## config.mk

```make
export PLATFORM = sky130hd
export DESIGN_NAME = conv5x5_top
export DESIGN_NICKNAME = d
export VERILOG_FILES = /design/src/conv_pkg.sv /design/src/row_aligner.sv /design/src/coeff_bank.sv /design/src/mac_tap.sv /design/src/mac_chain.sv /design/src/conv5x5_top.sv
export VERILOG_INCLUDE_DIRS = /design/src
export SDC_FILE = /design/constraint.sdc
export NUM_CORES = 1
export LEC_CHECK = 0
export BUFFER_PORTS_ARGS = -buffer_cell sky130_fd_sc_hd__buf_2
export CORE_AREA = 3 3 181 227
export CTS_CLUSTER_DIAMETER = 200
export DETAILED_ROUTE_END_ITERATION = 16
export DIE_AREA = 0 0 184 230
export PLACE_DENSITY = 0.86
export SYNTH_ARGS = -nofsm -noshare
export SYNTH_HDL_FRONTEND = slang
export SYNTH_SLANG_ARGS = --single-unit
```

## constraint.sdc

```tcl
create_clock -name clk -period 3.3 [get_ports clk]
set_clock_uncertainty 0.05 [all_clocks]
set_input_delay 0.66 -clock clk [delete_from_list [all_inputs] [get_ports clk]]
set_output_delay 0.66 -clock clk [all_outputs]
set_load 0.05 [all_outputs]
```

## src/conv_cfg.svh

```systemverilog
`ifndef CONV_CFG_SVH
`define CONV_CFG_SVH

// datapath widths
`define CONV_PIX_W      8     // pixel, unsigned
`define CONV_COEFF_W    18    // coefficient, signed fixed point
`define CONV_SUM_W      48    // cascade accumulator

// window geometry
`define CONV_K          5     // kernel side
`define CONV_TAPS       25    // kernel side squared

// coefficient format is s.(int).(17-int), also sets the output slice
`define CONV_INT_BITS   1

// switch codes for the kernel select
`define CONV_KSEL_W     8
`define CONV_KER_CENTRE 8'd0  // single tap 12
`define CONV_KER_BINOM  8'd1  // 3x3 binomial around tap 12
`define CONV_KER_FIRST  8'd2  // single tap 0
`define CONV_KER_LAST   8'd16 // single tap 24

`endif

```

## src/conv_pkg.sv

```systemverilog
`include "conv_cfg.svh"

package conv_pkg;

  // one pixel as it enters on a row
  typedef logic [`CONV_PIX_W-1:0] pixel_t;

  // s.int.frac coefficient, 1.0 sits at bit 17 - int bits
  typedef logic signed [`CONV_COEFF_W-1:0] coeff_t;

  // pixel is zero-extended by one bit before the multiply, so this is wide enough
  typedef logic signed [`CONV_PIX_W+`CONV_COEFF_W-1:0] prod_t;

  typedef logic signed [`CONV_SUM_W-1:0] sum_t; // running sum down the cascade

  typedef logic [`CONV_KSEL_W-1:0] ksel_t; // switch code

  // five rows of one column, row0 in the top byte
  typedef struct packed {
    pixel_t row0;
    pixel_t row1;
    pixel_t row2;
    pixel_t row3;
    pixel_t row4;
  } pixel_rows_t;

  // full kernel, entry 0 is the top left tap
  typedef coeff_t [0:`CONV_TAPS-1] coeff_set_t;

endpackage

```

## src/row_aligner.sv

```systemverilog
`timescale 1ns/100ps
`include "conv_cfg.svh"

module row_aligner import conv_pkg::*; (
  input  logic        clk,
  input  logic        rst,
  input  pixel_rows_t rows,     // raw rows, one column per clock
  output pixel_rows_t aligned   // row r delayed by 5*r cycles
);

  pixel_t [0:`CONV_K-1] row_in;  // struct viewed as array, index = row
  pixel_t [0:`CONV_K-1] row_out;

  assign row_in  = rows;
  assign aligned = row_out;

  // row 0 feeds the first taps of the cascade, so it needs no delay
  assign row_out[0] = row_in[0];

  // later rows sit further down the cascade, each row 5 taps deeper
  for (genvar r = 1; r < `CONV_K; r++) begin : g_dly
    localparam int DEPTH = `CONV_K * r; // 5, 10, 15, 20

    pixel_t [DEPTH-1:0] shr; // new pixel enters at the top

    always_ff @(posedge clk) begin
      if (rst) begin
        shr <= '0;
      end else begin
        shr <= {row_in[r], shr[DEPTH-1:1]}; // shift towards index 0
      end
    end

    assign row_out[r] = shr[0]; // oldest entry
  end

endmodule

```

## src/coeff_bank.sv

```systemverilog
`timescale 1ns/100ps
`include "conv_cfg.svh"

module coeff_bank import conv_pkg::*; (
  input  logic       clk,
  input  logic       rst,
  input  ksel_t      sw,      // kernel select code
  output coeff_set_t coeffs   // registered kernel, fed to every tap
);

  localparam int FRAC_BITS = `CONV_COEFF_W - 1 - `CONV_INT_BITS; // 17 - int bits
  localparam int CENTRE    = (`CONV_TAPS - 1) / 2;              // tap 12
  localparam int LAST      = `CONV_TAPS - 1;                    // tap 24

  localparam coeff_t ONE = coeff_t'(1 << FRAC_BITS); // 1.0 in coefficient format

  // builds the table for one code, all unlisted taps stay zero
  function automatic coeff_set_t build_kernel(ksel_t code);
    coeff_set_t k;
    int         unit;
    int         w;
    k    = '0;
    unit = int'(ONE) / 16; // binomial weights are in sixteenths
    case (code)
      `CONV_KER_CENTRE: k[CENTRE] = ONE;
      `CONV_KER_BINOM: begin
        // 1 2 1 / 2 4 2 / 1 2 1 as product of two 1 2 1 rows
        for (int dr = -1; dr <= 1; dr++) begin
          for (int dc = -1; dc <= 1; dc++) begin
            w = (dr == 0 ? 2 : 1) * (dc == 0 ? 2 : 1);
            k[CENTRE + dr * `CONV_K + dc] = coeff_t'(unit * w);
          end
        end
      end
      `CONV_KER_FIRST: k[0]    = ONE;
      `CONV_KER_LAST:  k[LAST] = ONE;
      default:         k       = '0;
    endcase
    return k;
  endfunction

  localparam coeff_set_t KER_CENTRE = build_kernel(`CONV_KER_CENTRE);
  localparam coeff_set_t KER_BINOM  = build_kernel(`CONV_KER_BINOM);
  localparam coeff_set_t KER_FIRST  = build_kernel(`CONV_KER_FIRST);
  localparam coeff_set_t KER_LAST   = build_kernel(`CONV_KER_LAST);

  // new kernel is taken at the edge that samples sw
  always_ff @(posedge clk) begin
    if (rst) begin
      coeffs <= KER_CENTRE; // defined output straight after reset
    end else begin
      case (sw)
        `CONV_KER_CENTRE: coeffs <= KER_CENTRE;
        `CONV_KER_BINOM:  coeffs <= KER_BINOM;
        `CONV_KER_FIRST:  coeffs <= KER_FIRST;
        `CONV_KER_LAST:   coeffs <= KER_LAST;
        default: begin
          // unknown code, last kernel stays loaded
        end
      endcase
    end
  end

endmodule

```

## src/mac_tap.sv

```systemverilog
`timescale 1ns/100ps

module mac_tap import conv_pkg::*; (
  input  logic   clk,
  input  logic   rst,
  input  pixel_t pix,      // aligned pixel for this tap's row
  input  coeff_t coeff,    // this tap's weight
  input  sum_t   sum_in,   // previous tap's sum register, zero at tap 0
  output sum_t   sum_out
);

  pixel_t pix_q;    // stage 1
  coeff_t coeff_q;  // stage 1
  prod_t  prod_q;   // stage 2
  sum_t   sum_q;    // stage 3

  // three register stages per tap
  // only the sum stage sits in the cascade path, so neighbouring taps are one cycle apart
  always_ff @(posedge clk) begin
    if (rst) begin
      pix_q   <= '0;
      coeff_q <= '0;
      prod_q  <= '0;
      sum_q   <= '0;
    end else begin
      pix_q   <= pix;
      coeff_q <= coeff;
      // pixel is unsigned, extend with a zero sign bit before the signed multiply
      prod_q  <= prod_t'($signed({1'b0, pix_q})) * prod_t'(coeff_q);
      sum_q   <= sum_in + sum_t'(prod_q); // product sign-extended to 48 bits
    end
  end

  assign sum_out = sum_q;

endmodule

```

## src/mac_chain.sv

```systemverilog
`timescale 1ns/100ps
`include "conv_cfg.svh"

module mac_chain import conv_pkg::*; (
  input  logic        clk,
  input  logic        rst,
  input  pixel_rows_t aligned,  // rows already on one time base
  input  coeff_set_t  coeffs,   // current kernel
  output sum_t        sum       // last tap's sum register
);

  pixel_t [0:`CONV_K-1] row_px;       // index = row
  sum_t                 cas [0:`CONV_TAPS]; // cas[i] feeds tap i

  assign row_px = aligned;
  assign cas[0] = '0; // head of cascade

  // tap i covers row i/5, column i%5. the column offset comes from the
  // one-cycle-per-tap skew of the sum chain itself
  for (genvar i = 0; i < `CONV_TAPS; i++) begin : g_tap
    mac_tap i_tap (
      .clk     (clk),
      .rst     (rst),
      .pix     (row_px[i / `CONV_K]), // all taps of a row share the pixel
      .coeff   (coeffs[i]),
      .sum_in  (cas[i]),
      .sum_out (cas[i+1])
    );
  end

  assign sum = cas[`CONV_TAPS];

endmodule

```

## src/conv5x5_top.sv

```systemverilog
`timescale 1ns/100ps
`include "conv_cfg.svh"

module conv5x5_top import conv_pkg::*; (
  input  logic        clk,
  input  logic        rst,
  input  ksel_t       sw,      // kernel select, held as a level
  input  pixel_rows_t rows,    // five input rows, new column every clock
  output pixel_t      p_out    // filtered pixel
);

  // lsb of the integer part of the sum, 1.0 times pixel lands at [lsb+7:lsb]
  localparam int OUT_LSB = `CONV_COEFF_W - 1 - `CONV_INT_BITS;
  localparam int OUT_MSB = OUT_LSB + `CONV_PIX_W - 1;

  pixel_rows_t aligned;
  coeff_set_t  coeffs;
  sum_t        sum;

  row_aligner i_aligner (
    .clk     (clk),
    .rst     (rst),
    .rows    (rows),
    .aligned (aligned)
  );

  coeff_bank i_bank (
    .clk    (clk),
    .rst    (rst),
    .sw     (sw),
    .coeffs (coeffs)
  );

  mac_chain i_chain (
    .clk     (clk),
    .rst     (rst),
    .aligned (aligned),
    .coeffs  (coeffs),
    .sum     (sum)
  );

  // plain truncation, no rounding and no clamp on overflow
  assign p_out = sum[OUT_MSB:OUT_LSB];

endmodule

```

# After elaboration in Yosys (flattened, before gate mapping)
# Cells that the tools add are included.
dict set report classes {
  n_mux 1
  eq_ne 3
  n_reduce_logical 2
  n_mul 25
  add_sub_neg 24
}
# op n
set op_table {}
lappend op_table {{$pmux 450 s4} 1}
lappend op_table {{$mul 9x18->24} 25}
lappend op_table {{$add 24x24->24} 24}
lappend op_table {{$eq 8x1->1 const B} 1}
lappend op_table {{$eq 8x2->1 const B} 1}
lappend op_table {{$eq 8x5->1 const B} 1}
lappend op_table {{$logic_not 8->1} 1}
lappend op_table {{$reduce_bool 4->1} 1}
dict set report totals {
  word_cells 210
  register_bits 2540
  inputBits 50
}

# Logic depth before layout (Yosys ltp)
# Gate-level depths: netlist (run 1).
dict set report logic_depth {
  depth_word 2
  depth_mapped 12
}

# Cells and area by module
# From an unflattened synthesis (run 1), not the netlist that was laid out.
dict set report unflattened {
  cells_unflattened 30909
  hier_area_um2 271877.0
}
# module instances area_per_inst_um2 seq_area_each_um2 cells_per_inst
set modules_own_cells {}
lappend modules_own_cells {{mac_tap (i_chain.g_tap[24].i_tap ...)} 9 10242.3 2001.9 1166}
lappend modules_own_cells {{mac_tap (i_chain.g_tap[17].i_tap ...)} 7 10387.5 2001.9 1198}
lappend modules_own_cells {{mac_tap (i_chain.g_tap[10].i_tap ...)} 6 10273.6 2001.9 1182}
lappend modules_own_cells {row_aligner 1 10980.5 8007.7 884}
lappend modules_own_cells {{mac_tap (i_chain.g_tap[0].i_tap)} 1 10302.4 2001.9 1195}
lappend modules_own_cells {{mac_tap (i_chain.g_tap[16].i_tap)} 1 10247.3 2001.9 1195}
lappend modules_own_cells {{mac_tap (i_chain.g_tap[23].i_tap)} 1 10191.0 2001.9 1183}
lappend modules_own_cells {coeff_bank 1 3617.2 80.1 479}
lappend modules_own_cells {mac_chain 1 3.8 0.0 1}

# Least setup slack after synthesis (run 1)
# Ideal clock, no wire load.
dict set report synth_path {
  path_type {register to register}
  from {register i_chain.g_tap[12].i_tap.coeff_q[16]}
  to {register i_chain.g_tap[12].i_tap.prod_q[23]}
  path_slack_ns 0.802
  required_time_ns 3.133
  arrival_ns 2.331
  setup_ns 0.117
  stages_incl_launch_ff 13
  cell_sequence {dfxtp_1 -> and2_1 -> ha_1 -> ha_1 -> ha_1 -> fa_1 -> ha_1 -> inv_1 -> fa_1 -> inv_1 -> a31oi_1 -> xnor2_1 -> nor2_1}
}
dict set report synth_between {
  elab_chain_cells 1
}
# element line
set synth_rtl {}
lappend synth_rtl {{from (decl)} mac_tap.sv:13} ;# coeff_t coeff_q;
lappend synth_rtl {{from (signal assigned)} mac_tap.sv:27} ;# coeff_q <= coeff;
lappend synth_rtl {{$mul 9x18->24} mac_tap.sv:29} ;# prod_q <= prod_t'($signed({1'b0, pix_q})) * prod_t'(coeff_q);
lappend synth_rtl {{to (signal assigned)} mac_tap.sv:29}
lappend synth_rtl {{to (decl)} mac_tap.sv:14} ;# prod_t prod_q;
# Every way passes these cells.
# A chain may end at the register's enable or synchronous reset.

# Worst setup path after layout (run 1)
# Same ends and word-level chain as after synthesis.

==> results of run 1 <==
## metrics by stage
step                      cell area (um2)  cells
after floorplan                     23430   2059
after global placement              24120   2537
after detailed placement            24120   2537
after CTS                           26420   2661
after global routing                26420   2661
final                               26420   2661
## critical path, cell delays in order (launching register included)
cell     delay (ps)
dfxtp_1         380
and2_1          170
ha_1            190
ha_1            280
ha_1            210
fa_1            400
ha_1            200
inv_1            70
fa_1            200
inv_1            50
a31oi_1         180
xnor2_1         140
nor2_1           60
## routing by layer
metal | routed length, um | GRT usage [%] | share of wire, % | up-vias
met2 | 17850 | 31.22 | 53 | 196
li1 | - | - | - | 6585
met5 | 0 | 0 | 0 | -
met3 | 1328 | 3.576 | 4.0 | 86
met4 | 1046 | 6.972 | 3.1 | 0
met1 | 13330 | 16.76 | 40 | 5859
## cells in the mapped netlist, types with 2 or more instances
| master | count |
|---|---|
| a211oi_1 | 6 |
| a211oi_2 | 2 |
| a21o_1 | 17 |
| a21oi_1 | 42 |
| a21oi_2 | 2 |
| a31oi_1 | 6 |
| and2_1 | 56 |
| and2b_1 | 2 |
| buf_1 | 3 |
| buf_2 | 6 |
| buf_4 | 8 |
| clkbuf_1 | 72 |
| dfxtp_1 | 744 |
| fa_1 | 11 |
| ha_1 | 91 |
| inv_1 | 42 |
| mux2_2 | 2 |
| nand2_1 | 14 |
| nand2b_1 | 15 |
| nand3_1 | 5 |
| nand4_1 | 3 |
| nor2_1 | 108 |
| nor2b_1 | 629 |
| nor3_1 | 20 |
| o2111ai_1 | 2 |
| o211ai_1 | 6 |
| o21a_1 | 3 |
| o21ai_0 | 30 |
| o21ai_1 | 10 |
| o21bai_1 | 7 |
| o22ai_1 | 2 |
| or3_1 | 11 |
| xnor2_1 | 40 |
| xor2_1 | 27 |
## how the worst max path moves through the flow
stage | startpoint | to | slack [ps]
after CTS | i_chain.g_tap[12].i_tap.coeff_q[16] | i_chain.g_tap[12].i_tap.prod_q[23] | 590
after detailed placement | i_chain.g_tap[12].i_tap.coeff_q[16] | i_chain.g_tap[12].i_tap.prod_q[23] | 600
after global routing | i_chain.g_tap[12].i_tap.coeff_q[16] | i_chain.g_tap[12].i_tap.prod_q[23] | 430
final | i_chain.g_tap[12].i_tap.coeff_q[16] | i_chain.g_tap[12].i_tap.prod_q[23] | 600
after global placement | i_chain.g_tap[12].i_tap.coeff_q[16] | i_chain.g_tap[12].i_tap.prod_q[23] | 600
after floorplan | i_chain.g_tap[12].i_tap.coeff_q[16] | i_chain.g_tap[12].i_tap.prod_q[23] | 800
## logic make-up (layout without fill, tap and decap cells)
| logic type | after synthesis | after routing |
|---|---|---|
| adder cells (fa/ha/maj) | 102 | 102 |
| XOR/XNOR | 67 | 67 |
| multiplexers | 3 | 3 |
| AO/OA/AOI/OAI | 144 | 144 |
| buffers and inverters | 131 | 235 |
| AND/OR/NAND/NOR | 868 | 868 |
| flip-flops | 744 | 744 |
## state kept, by name, summed over array words and instances, names as in the netlist
name	flops
i_aligner.g_dly.shr	368
i_aligner.aligned	32
i_chain.g_tap.i_tap.sum_out	248
i_bank.coeffs	4
i_chain.g_tap.i_tap.coeff_q	4
i_chain.g_tap.i_tap.pix_q	40
i_chain.g_tap.i_tap.prod_q	48
## power groups by stage
| stage | Combinational [W] | Clock (W) | Sequential, W |
|---|---|---|---|
| finish | 0.000225 | 0.00785 | 0.00906 |
| global route | 0.000255 | 0.00846 | 0.00906 |
| CTS | 0.000229 | 0.00805 | 0.00906 |
| detailed placement | 0.000228 | 0 | 0.00926 |
| global placement | 0.000221 | 0 | 0.00926 |
| floorplan | 0.000164 | 0 | 0.00926 |
## layout make-up
cell class                      instances  area share, %
Sequential cell                       744          56.37
Multi-Input combinational cell       1184          30.32
Clock buffer                           99          7.534
Tap cell                              498          2.358
Timing Repair Buffer                   69          1.648
Clock inverter                         25          1.174
Inverter                               42         0.5966
==> impl_metrics.env, run 1 <==
export IMPL_comb_power_share_pct=1.3
export IMPL_ys_flop_type="dfxtp_1"
export IMPL_seqPwrFrac_pct=52.9
export IMPL_syn_cell_area_um2=23430
export IMPL_cts_tree="done"
export IMPL_grt_pass1_vias=13256
export IMPL_final_common_cell="dfxtp_1"
export IMPL_r2r_start="i_chain.g_tap[12].i_tap.coeff_q[16]"
export IMPL_peakVddDrop_v=0.0004910
export IMPL_slew_headroom_pct=32.81
export IMPL_yosys_area_share_simple_pct=21.80
export IMPL_final_setup_worst_slack_ps=596.1
export IMPL_layout_nets=2261
export IMPL_layout_min_cycle_time_ps=2704
export IMPL_synth_compound_area_share_pct=3.924
export IMPL_cts_root_buf="clkbuf_16"
export IMPL_cap_violations=0
export IMPL_worstHoldStart="rows[35]"
export IMPL_fp_dieArea_um2=42320
export IMPL_grt_antenna_before_repair=0
export IMPL_num_fill_cells=2732
export IMPL_clk_pin_slew_ps=60
export IMPL_cts_sinks=744
export IMPL_hold_path_class="in -> reg"
export IMPL_p_clk_share_pct=45.8
export IMPL_syn_num_nets=2211
export IMPL_worst_pin_slew_ps=1003
export IMPL_finalSetupTns_ps=0
export IMPL_status="completed"
export IMPL_yosys_area_top_type_share_pct=63.56
export IMPL_fin_util_pct=67.55
export IMPL_drive_above_1_share_pct=8.784
export IMPL_antenna_left=0
export IMPL_die_h_um=230
export IMPL_wl_mm=33.56
export IMPL_drt_initial_drc_count=398
export IMPL_yosysUniqueCellTypes=49
export IMPL_std_cell_rows=81
export IMPL_power_switching_share_pct=19.40
export IMPL_synth_edff_count=0
export IMPL_pin_count=58
export IMPL_end_kind="register"
export IMPL_min_to="i_chain.g_tap[0].i_tap.pix_q[3]"
export IMPL_routedWlPerCell_um=12.61
export IMPL_crit_type="reg -> reg"
export IMPL_postSynthCellCount=2059
export IMPL_p_leak_nw=10.89
export IMPL_hold_viol_final=0
export IMPL_drc=0
export IMPL_antenna_cells=0
export IMPL_timing_rr_end="i_chain.g_tap[12].i_tap.prod_q[23]"
export IMPL_place_gp_congestion=0.8178
export IMPL_synth_top_family_by_area="simple AND/OR/NAND/NOR gates"
export IMPL_worstRegToRegCells=12
export IMPL_hpwl_mm=19.89
export IMPL_grt_max_degree=146
export IMPL_powerDensity_nw_per_um2=648.6
export IMPL_cp_arrival_ps=3110
export IMPL_final_cell_mix="dfxtp_1 (744), nor2b_1 (628), nor2_1 (108), ha_1 (91), clkbuf_16 (70)"
export IMPL_finalCritPeriodShare_pct=81.94
export IMPL_crit_fanout=8
export IMPL_grt_overflow=0
export IMPL_synthMuxAreaShare_pct=0.1602
export IMPL_synth_area_leaders="dfxtp_1 (64%), nor2b_1 (17%), ha_1 (4.9%)"
export IMPL_start_util_pct=59.90
export IMPL_cts_buffer_depth=3
export IMPL_drt_pass1_iterations=4
export IMPL_grt_use_total_pct=16.28
export IMPL_ys_ff_latch=744
export IMPL_vias_per_cell=4.782
export IMPL_area_growth_pct=12.76
export IMPL_whs_path_depth=2
export IMPL_synth_area_leader_cell="dfxtp_1"
export IMPL_grt_pass1_wl_mm=57.59
export IMPL_synth_adder_area_share_pct=5.798
export IMPL_yosysSeqAreaShare_pct=63.56
export IMPL_synth_avg_cell_area_um2=11.38
export IMPL_synth_warnings=0
export IMPL_holdWs_ps=242.7
export IMPL_vias=12726
export IMPL_fmax_mhz=369.8
export IMPL_place_ws_ps=595.1
export IMPL_rsz0062_at_grt="false"
export IMPL_internal_power_w=0.01381
export IMPL_die_x_um=184
export IMPL_maxSlewViolCount=0
export IMPL_ff_latch_area_um2=14890
export IMPL_holdBufCountCts=0
export IMPL_critPathLaunchType="register"
export IMPL_htree_levels=3
export IMPL_core_area_um2=39120
export IMPL_io_buffers=57
export IMPL_power_total_w=0.01714
export IMPL_r2r_slack_ps=600
export IMPL_clk_latency_ps=570
export IMPL_setup_viol=0
export IMPL_async_flop_share_pct=0
export IMPL_ctsResizeCount=0
export IMPL_cts_setup_buffers=0
export IMPL_power_switching_w=0.003325
export IMPL_crit_required_ps=3700
export IMPL_multiInputGateArea_um2=8013
export IMPL_synthXorXnorAreaFrac_pct=2.504
export IMPL_numCtsBuffers=68
No activity file was read; power rests on OpenSTA's default activity.
==> run 2, diff against run 1 <==
Settings changed: ABC_AREA from default to 1, CORE_AREA 3 3 181 227 to 3 3 189 238, DIE_AREA 0 0 184 230 to 0 0 192 241, PLACE_DENSITY 0.86 to 0.85.
Clock period 3.3 ns to 2.52 ns, I/O delays scaled along.
==> run 2 against run 1 <==
Against the previous run: first-iteration DRC count increased by 61%; final cell count rose by 44%; combinational power rose by 52%; critical endpoint unchanged; largest cell class unchanged.
==> impl_metrics.env, run 2 <==
export IMPL_internal_power_w=0.01782
export IMPL_num_fill_cells=3218
export IMPL_seqPwrFrac_pct=53.0
export IMPL_cts_sinks=744
export IMPL_worstPathCellList="buf_4 > nand2_1 > inv_1 > ha_4 > ha_2 > fa_2 > ha_4 > inv_2 > fa_2 > nor2_2 > a21oi_2 > nand3_1 > nand2_1 > nor2_1"
export IMPL_cpPeakStageDelay_ps=360
export IMPL_routedWlPerCell_um=10.89
export IMPL_p_clk_share_pct=45.5
export IMPL_crit_fanout=7
export IMPL_yosys_area_top_type_share_pct=58.14
export IMPL_start_util_pct=59.77
export IMPL_die_x_um=192
export IMPL_cap_violations=0
export IMPL_synth_warnings=0
export IMPL_ys_flop_type="dfxtp_1"
export IMPL_clk_latency_ps=600
export IMPL_drt_pass1_iterations=7
export IMPL_holdBufCountCts=0
export IMPL_final_cell_mix="nor2_1 (817), inv_1 (777), dfxtp_1 (743), nand2_1 (364), ha_1 (88)"
export IMPL_status="completed"
export IMPL_cp_arrival_ps=2810
export IMPL_syn_num_nets=3328
export IMPL_fp_dieArea_um2=46270
export IMPL_peakVddDrop_v=0.0006102
export IMPL_vias=17220
export IMPL_antenna_cells=0
export IMPL_syn_cell_area_um2=25620
export IMPL_fmax_mhz=423.0
export IMPL_clk_pin_slew_ps=70
export IMPL_grt_max_degree=173
export IMPL_crit_type="reg -> reg"
export IMPL_grt_overflow=0
export IMPL_largest_register="i_aligner.g_dly.shr"
export IMPL_synth_area_leader_cell="dfxtp_1"
export IMPL_setup_viol=0
export IMPL_largest_reg_flops=368
export IMPL_stdcell_count=3832
export IMPL_pin_count=58
export IMPL_io_buffers=57
export IMPL_power_switching_w=0.004573
export IMPL_wl_mm=41.72
export IMPL_cts_root_buf="clkbuf_16"
export IMPL_layout_nets=3371
export IMPL_grt_pass1_vias=16518
export IMPL_grt_pass1_wl_mm=70.17
export IMPL_die_h_um=241
export IMPL_rsz0062_at_grt="false"
export IMPL_vias_per_cell=4.494
export IMPL_core_area_um2=42860
export IMPL_holdWs_ps=45.30
export IMPL_htree_levels=3
export IMPL_place_gp_congestion=0.8550
export IMPL_postSynthCellCount=3176
export IMPL_critPathLaunchType="register"
export IMPL_std_cell_rows=85
export IMPL_placed_cells=3713
export IMPL_maxSlewViolCount=0
export IMPL_worst_pin_slew_ps=686.1
export IMPL_drt_initial_drc_count=639
export IMPL_worst_path_buf_inv=3
export IMPL_yosysSeqAreaShare_pct=58.14
export IMPL_drive_above_1_share_pct=6.489
export IMPL_async_flop_share_pct=0
export IMPL_hold_path_class="in -> reg"
export IMPL_layout_min_cycle_time_ps=2364
export IMPL_synth_edff_count=0
export IMPL_synth_avg_cell_area_um2=8.066
export IMPL_grt_use_total_pct=18.44
export IMPL_end_kind="register"
export IMPL_cts_tree="done"
export IMPL_path_delay_family="adder cells"
export IMPL_grt_antenna_before_repair=0
export IMPL_crit_required_ps=2970
export IMPL_slew_headroom_pct=54.26
export IMPL_yosysUniqueCellTypes=35
export IMPL_power_switching_share_pct=20.42
export IMPL_antenna_left=0
export IMPL_powerDensity_nw_per_um2=783.2
export IMPL_final_common_cell="nor2_1"
export IMPL_area_growth_pct=11.60
export IMPL_hpwl_mm=26.10
export IMPL_synth_area_leaders="dfxtp_1 (58%), nor2_1 (12%), inv_1 (11%)"
export IMPL_synthTopCellsByCount="nor2_1 (818), inv_1 (779), dfxtp_1 (744)"
export IMPL_drc=0
export IMPL_p_leak_nw=12.70
export IMPL_finalSetupTns_ps=0
export IMPL_cts_buffer_depth=3
export IMPL_finalCritPeriodShare_pct=93.82
export IMPL_power_total_w=0.02239
export IMPL_ys_ff_latch=744
export IMPL_crit_path_top_delay_cell="fa_2"
export IMPL_yosysMostFrequentCell="nor2_1"
export IMPL_hold_viol_final=0
export IMPL_comb_power_share_pct=1.5
export IMPL_numCtsBuffers=68
-- run 2: worst reg2reg max path: stages, from the launching register on --
cell and delay [ps]:
dfxtp_1 340, buf_4 160, nand2_1 60, inv_1 100
ha_4 210, ha_2 180, fa_2 360, ha_4 180
inv_2 50, fa_2 210, nor2_2 50, a21oi_2 130
nand3_1 80, nand2_1 60, nor2_1 40
-- run 2: area by class of cell --
type                    count  area, um2  area share, %
inverters                 784       2943          10.29
clock buffers              90       1894          6.626
clock inverters            28      351.6          1.230
well taps                 565      706.9          2.473
flip-flops and latches    744      14900          52.10
multi-input cells        1553       7331          25.64
repair buffers             68      469.2          1.641
-- run 2: per-stage QoR --
step / area [um2] / worst slack [ps] / util, %
2_1_floorplan: 25640 / 2.917 / -
3_3_place_gp: 26310 / 51.36 / 61.38
3_5_place_dp: 26310 / 28.15 / 61.38
4_1_cts: 28550 / 8.441 / 66.62
5_1_grt: 28590 / 13.19 / 66.71
6_report: 28590 / 155.8 / 66.71
-- run 2: power by group through the flow --
stage                     Clock, W  Sequential [W]  Combinational [W]
after floorplan                  0          0.0121           0.000259
after global placement           0          0.0121           0.000337
after detailed placement         0          0.0121           0.000342
after CTS                   0.0104          0.0119           0.000347
after global routing        0.0109          0.0119           0.000393
final                       0.0102          0.0119           0.000341
-- run 2: cell families after synthesis --
group	share of synthesized area [%]
buffers and inverters	13.40
AND/OR/NAND/NOR	19.88
flip-flops	58.14
adder cells (fa/ha/maj)	5.304
AO/OA/AOI/OAI	3.106
XOR/XNOR	0.1710
-- run 2: worst paths after layout --
path,startpoint,end,slack (ps),depth (start not counted)
worst min register to register,i_aligner.g_dly[3].shr[22],i_aligner.g_dly[3].shr[14],340,2
worst min-delay path,rows[37],i_chain.g_tap[0].i_tap.pix_q[5],50,3
worst max register to register,i_chain.g_tap[12].i_tap.coeff_q[16],i_chain.g_tap[12].i_tap.prod_q[23],160,14
worst max-delay path,i_chain.g_tap[12].i_tap.coeff_q[16],i_chain.g_tap[12].i_tap.prod_q[23],160,14
-- run 2: metal layers --
layer  track usage [%]  wire, um
met1             18.98     16530
met2             35.87     22350
met3             3.487      1396
met4             8.171      1449
met5                 0         0
-- run 2: timing repair --
action	in CTS	in global routing
endpoints found under the setup margin	0	1
resized for setup	0	5
buffers inserted	0	1
endpoints found under the hold margin	0	0
==> run 3, diff against run 2 <==
Settings changed: ABC_AREA 1 to default, CORE_AREA 3 3 189 238 to 3 3 181 227, DIE_AREA 0 0 192 241 to 0 0 184 230, PLACE_DENSITY 0.85 to 0.86.
==> run 3 against run 2 <==
Against the previous run: via count shrank 26%; critical path depth fell by 2; register-to-register slack worse by 100 ps; setup slack worse by 100 ps; global-route usage shrank 2.4 points; largest cell class unchanged; clock-buffer cell count up 8; clock power about the same; first-iteration DRC count fell by 17%.
==> impl_metrics.env, run 3 (synthesis gave the netlist of run 1 again) <==
export IMPL_area_growth_pct=12.60
export IMPL_final_common_cell="dfxtp_1"
export IMPL_clk_pin_slew_ps=60
export IMPL_multiInputGateArea_um2=8045
export IMPL_grt_use_total_pct=16.03
export IMPL_grt_pass1_wl_mm=56.72
export IMPL_start_util_pct=59.90
export IMPL_end_kind="register"
export IMPL_layout_min_cycle_time_ps=2467
export IMPL_final_cell_mix="dfxtp_1 (744), nor2b_1 (629), nor2_1 (108), ha_1 (87), clkbuf_16 (69)"
export IMPL_drc=0
export IMPL_hpwl_mm=20.04
export IMPL_antenna_cells=0
export IMPL_grt_overflow=0
export IMPL_routedWlPerCell_um=12.67
export IMPL_cts_sinks=744
export IMPL_status="completed"
export IMPL_drt_initial_drc_count=532
export IMPL_layout_nets=2261
export IMPL_hold_path_class="in -> reg"
export IMPL_crit_required_ps=2900
export IMPL_numCtsBuffers=67
export IMPL_holdBufCountCts=0
export IMPL_grt_pass1_vias=13078
export IMPL_wl_mm=33.70
export IMPL_worst_pin_slew_ps=758.1
export IMPL_r2r_slack_ps=50
export IMPL_cap_violations=0
export IMPL_die_h_um=230
export IMPL_slew_headroom_pct=49.35
export IMPL_grt_antenna_before_repair=0
export IMPL_worstHoldStart="rows[7]"
export IMPL_largest_register="i_aligner.g_dly.shr"
export IMPL_cp_arrival_ps=2850
export IMPL_pin_count=58
export IMPL_vias=12788
export IMPL_htree_levels=3
export IMPL_ff_latch_area_um2=14890
export IMPL_r2r_start="i_chain.g_tap[10].i_tap.pix_q[0]"
export IMPL_critPathLaunchType="register"
export IMPL_crit_fanout=2
export IMPL_largest_reg_flops=368
export IMPL_finalCritPeriodShare_pct=97.89
export IMPL_maxSlewViolCount=0
export IMPL_cts_root_buf="clkbuf_16"
export IMPL_whs_path_depth=2
export IMPL_fp_dieArea_um2=42320
export IMPL_place_gp_congestion=0.8411
export IMPL_crit_type="reg -> reg"
export IMPL_min_to="i_aligner.g_dly[4].shr[159]"
export IMPL_antenna_left=0
export IMPL_cts_tree="done"
export IMPL_fmax_mhz=405.4
export IMPL_p_leak_nw=10.84
export IMPL_rsz0062_at_grt="true"
export IMPL_vias_per_cell=4.809
export IMPL_std_cell_rows=81
export IMPL_clk_latency_ps=570
export IMPL_num_fill_cells=2673
export IMPL_drive_above_1_share_pct=8.839
export IMPL_peakVddDrop_v=0.0007045
export IMPL_setup_viol=0
export IMPL_drt_pass1_iterations=4
export IMPL_io_buffers=57
export IMPL_grt_max_degree=183
export IMPL_hold_viol_final=0
export IMPL_timing_rr_end="i_chain.g_tap[12].i_tap.prod_q[23]"
export IMPL_final_setup_worst_slack_ps=53.24
export IMPL_cts_buffer_depth=3
export IMPL_powerDensity_nw_per_um2=840.4
export IMPL_power_total_w=0.02217
export IMPL_holdWs_ps=88.45
export IMPL_place_ws_ps=-177.6
export IMPL_core_area_um2=39120
export IMPL_die_x_um=184
export IMPL_worstRegToRegCells=12
==> run 3: cell count changes in the layout (fill, tap and decap cells not counted), moves of 11 or more <==
| cell | delta |
|---|---|
| nor3_1 | +18 |
| a21oi_1 | -38 |
| nand2_2 | -12 |
| or3_1 | +11 |
| nand2b_1 | +15 |
| xor2_1 | +24 |
| inv_1 | -736 |
| nor2b_1 | +629 |
| nand3_1 | -74 |
| nor2_1 | -709 |
| nand2_1 | -350 |
| xnor2_1 | +38 |
| a21o_1 | +16 |
| and2_1 | +55 |
==> run 3: worst max path at each step <==
| stage | startpoint | to | slack (ps) | cells past startpoint |
|---|---|---|---|---|
| 2_1_floorplan | i_chain.g_tap[12].i_tap.coeff_q[16] | i_chain.g_tap[12].i_tap.prod_q[23] | 20 | 12 |
| 3_3_place_gp | i_chain.g_tap[10].i_tap.pix_q[0] | i_chain.g_tap[12].i_tap.prod_q[23] | -80 | 12 |
| 3_5_place_dp | i_chain.g_tap[10].i_tap.pix_q[0] | i_chain.g_tap[12].i_tap.prod_q[23] | -180 | 12 |
| 4_1_cts | i_chain.g_tap[10].i_tap.pix_q[0] | i_chain.g_tap[12].i_tap.prod_q[23] | 10 | 12 |
| 5_1_grt | i_chain.g_tap[10].i_tap.pix_q[0] | i_chain.g_tap[12].i_tap.prod_q[23] | -30 | 12 |
| 6_report | i_chain.g_tap[10].i_tap.pix_q[0] | i_chain.g_tap[12].i_tap.prod_q[23] | 50 | 12 |
==> run 3: area by class of cell <==
type	count	area share, %
well taps	498	2.362
inverters	42	0.5975
repair buffers	70	1.679
flip-flops and latches	744	56.45
clock buffers	98	7.336
multi-input cells	1184	30.49
clock inverters	23	1.086
==> run 3: metal layers <==
layer / vias up / wire length (um) / GRT usage (%) / share of wire, %
met3: 106 / 1325 / 3.354 / 3.9
met1: 5888 / 13120 / 16.47 / 39
met5: - / 0 / 0 / 0
met4: 0 / 1303 / 7.374 / 3.9
li1: 6557 / - / - / -
met2: 237 / 17950 / 30.63 / 53
==> run 3: per-stage QoR <==
stage                     area [um2]  utilization [%]  instances  setup TNS (ps)
final                          26390            67.45       2659               0
after global placement         24110            61.64       2536          -84.20
after CTS                      26370            67.40       2658               0
after detailed placement       24110            61.64       2536          -177.6
after floorplan                23430                -       2059               0
after global routing           26390            67.45       2659          -27.52
==> run 3: timing repair <==
action	4_1_cts	5_1_grt
endpoints found under the setup margin	3	3
gates resized for setup	6	3
buffers inserted	1	1
pin swaps	3	5
==> run 3: power by group <==
part	total, W	internal [W]	switching [W]	leakage, nW
Sequential	0.0119	0.0118	0.0000178	6.01
Combinational	0.000289	0.0000963	0.000193	3.74
Clock	0.0100	0.00590	0.00412	1.09
Total	0.0222	0.0178	0.00433	10.8
==> run 3: critical path, cell delays in order, from the launching register on <==
cell	delay, ps
dfxtp_1	310
and2_1	160
ha_2	200
ha_4	220
ha_2	200
fa_2	360
ha_4	180
inv_2	50
fa_2	190
inv_1	40
a31oi_1	190
xnor2_1	140
nor2_1	50
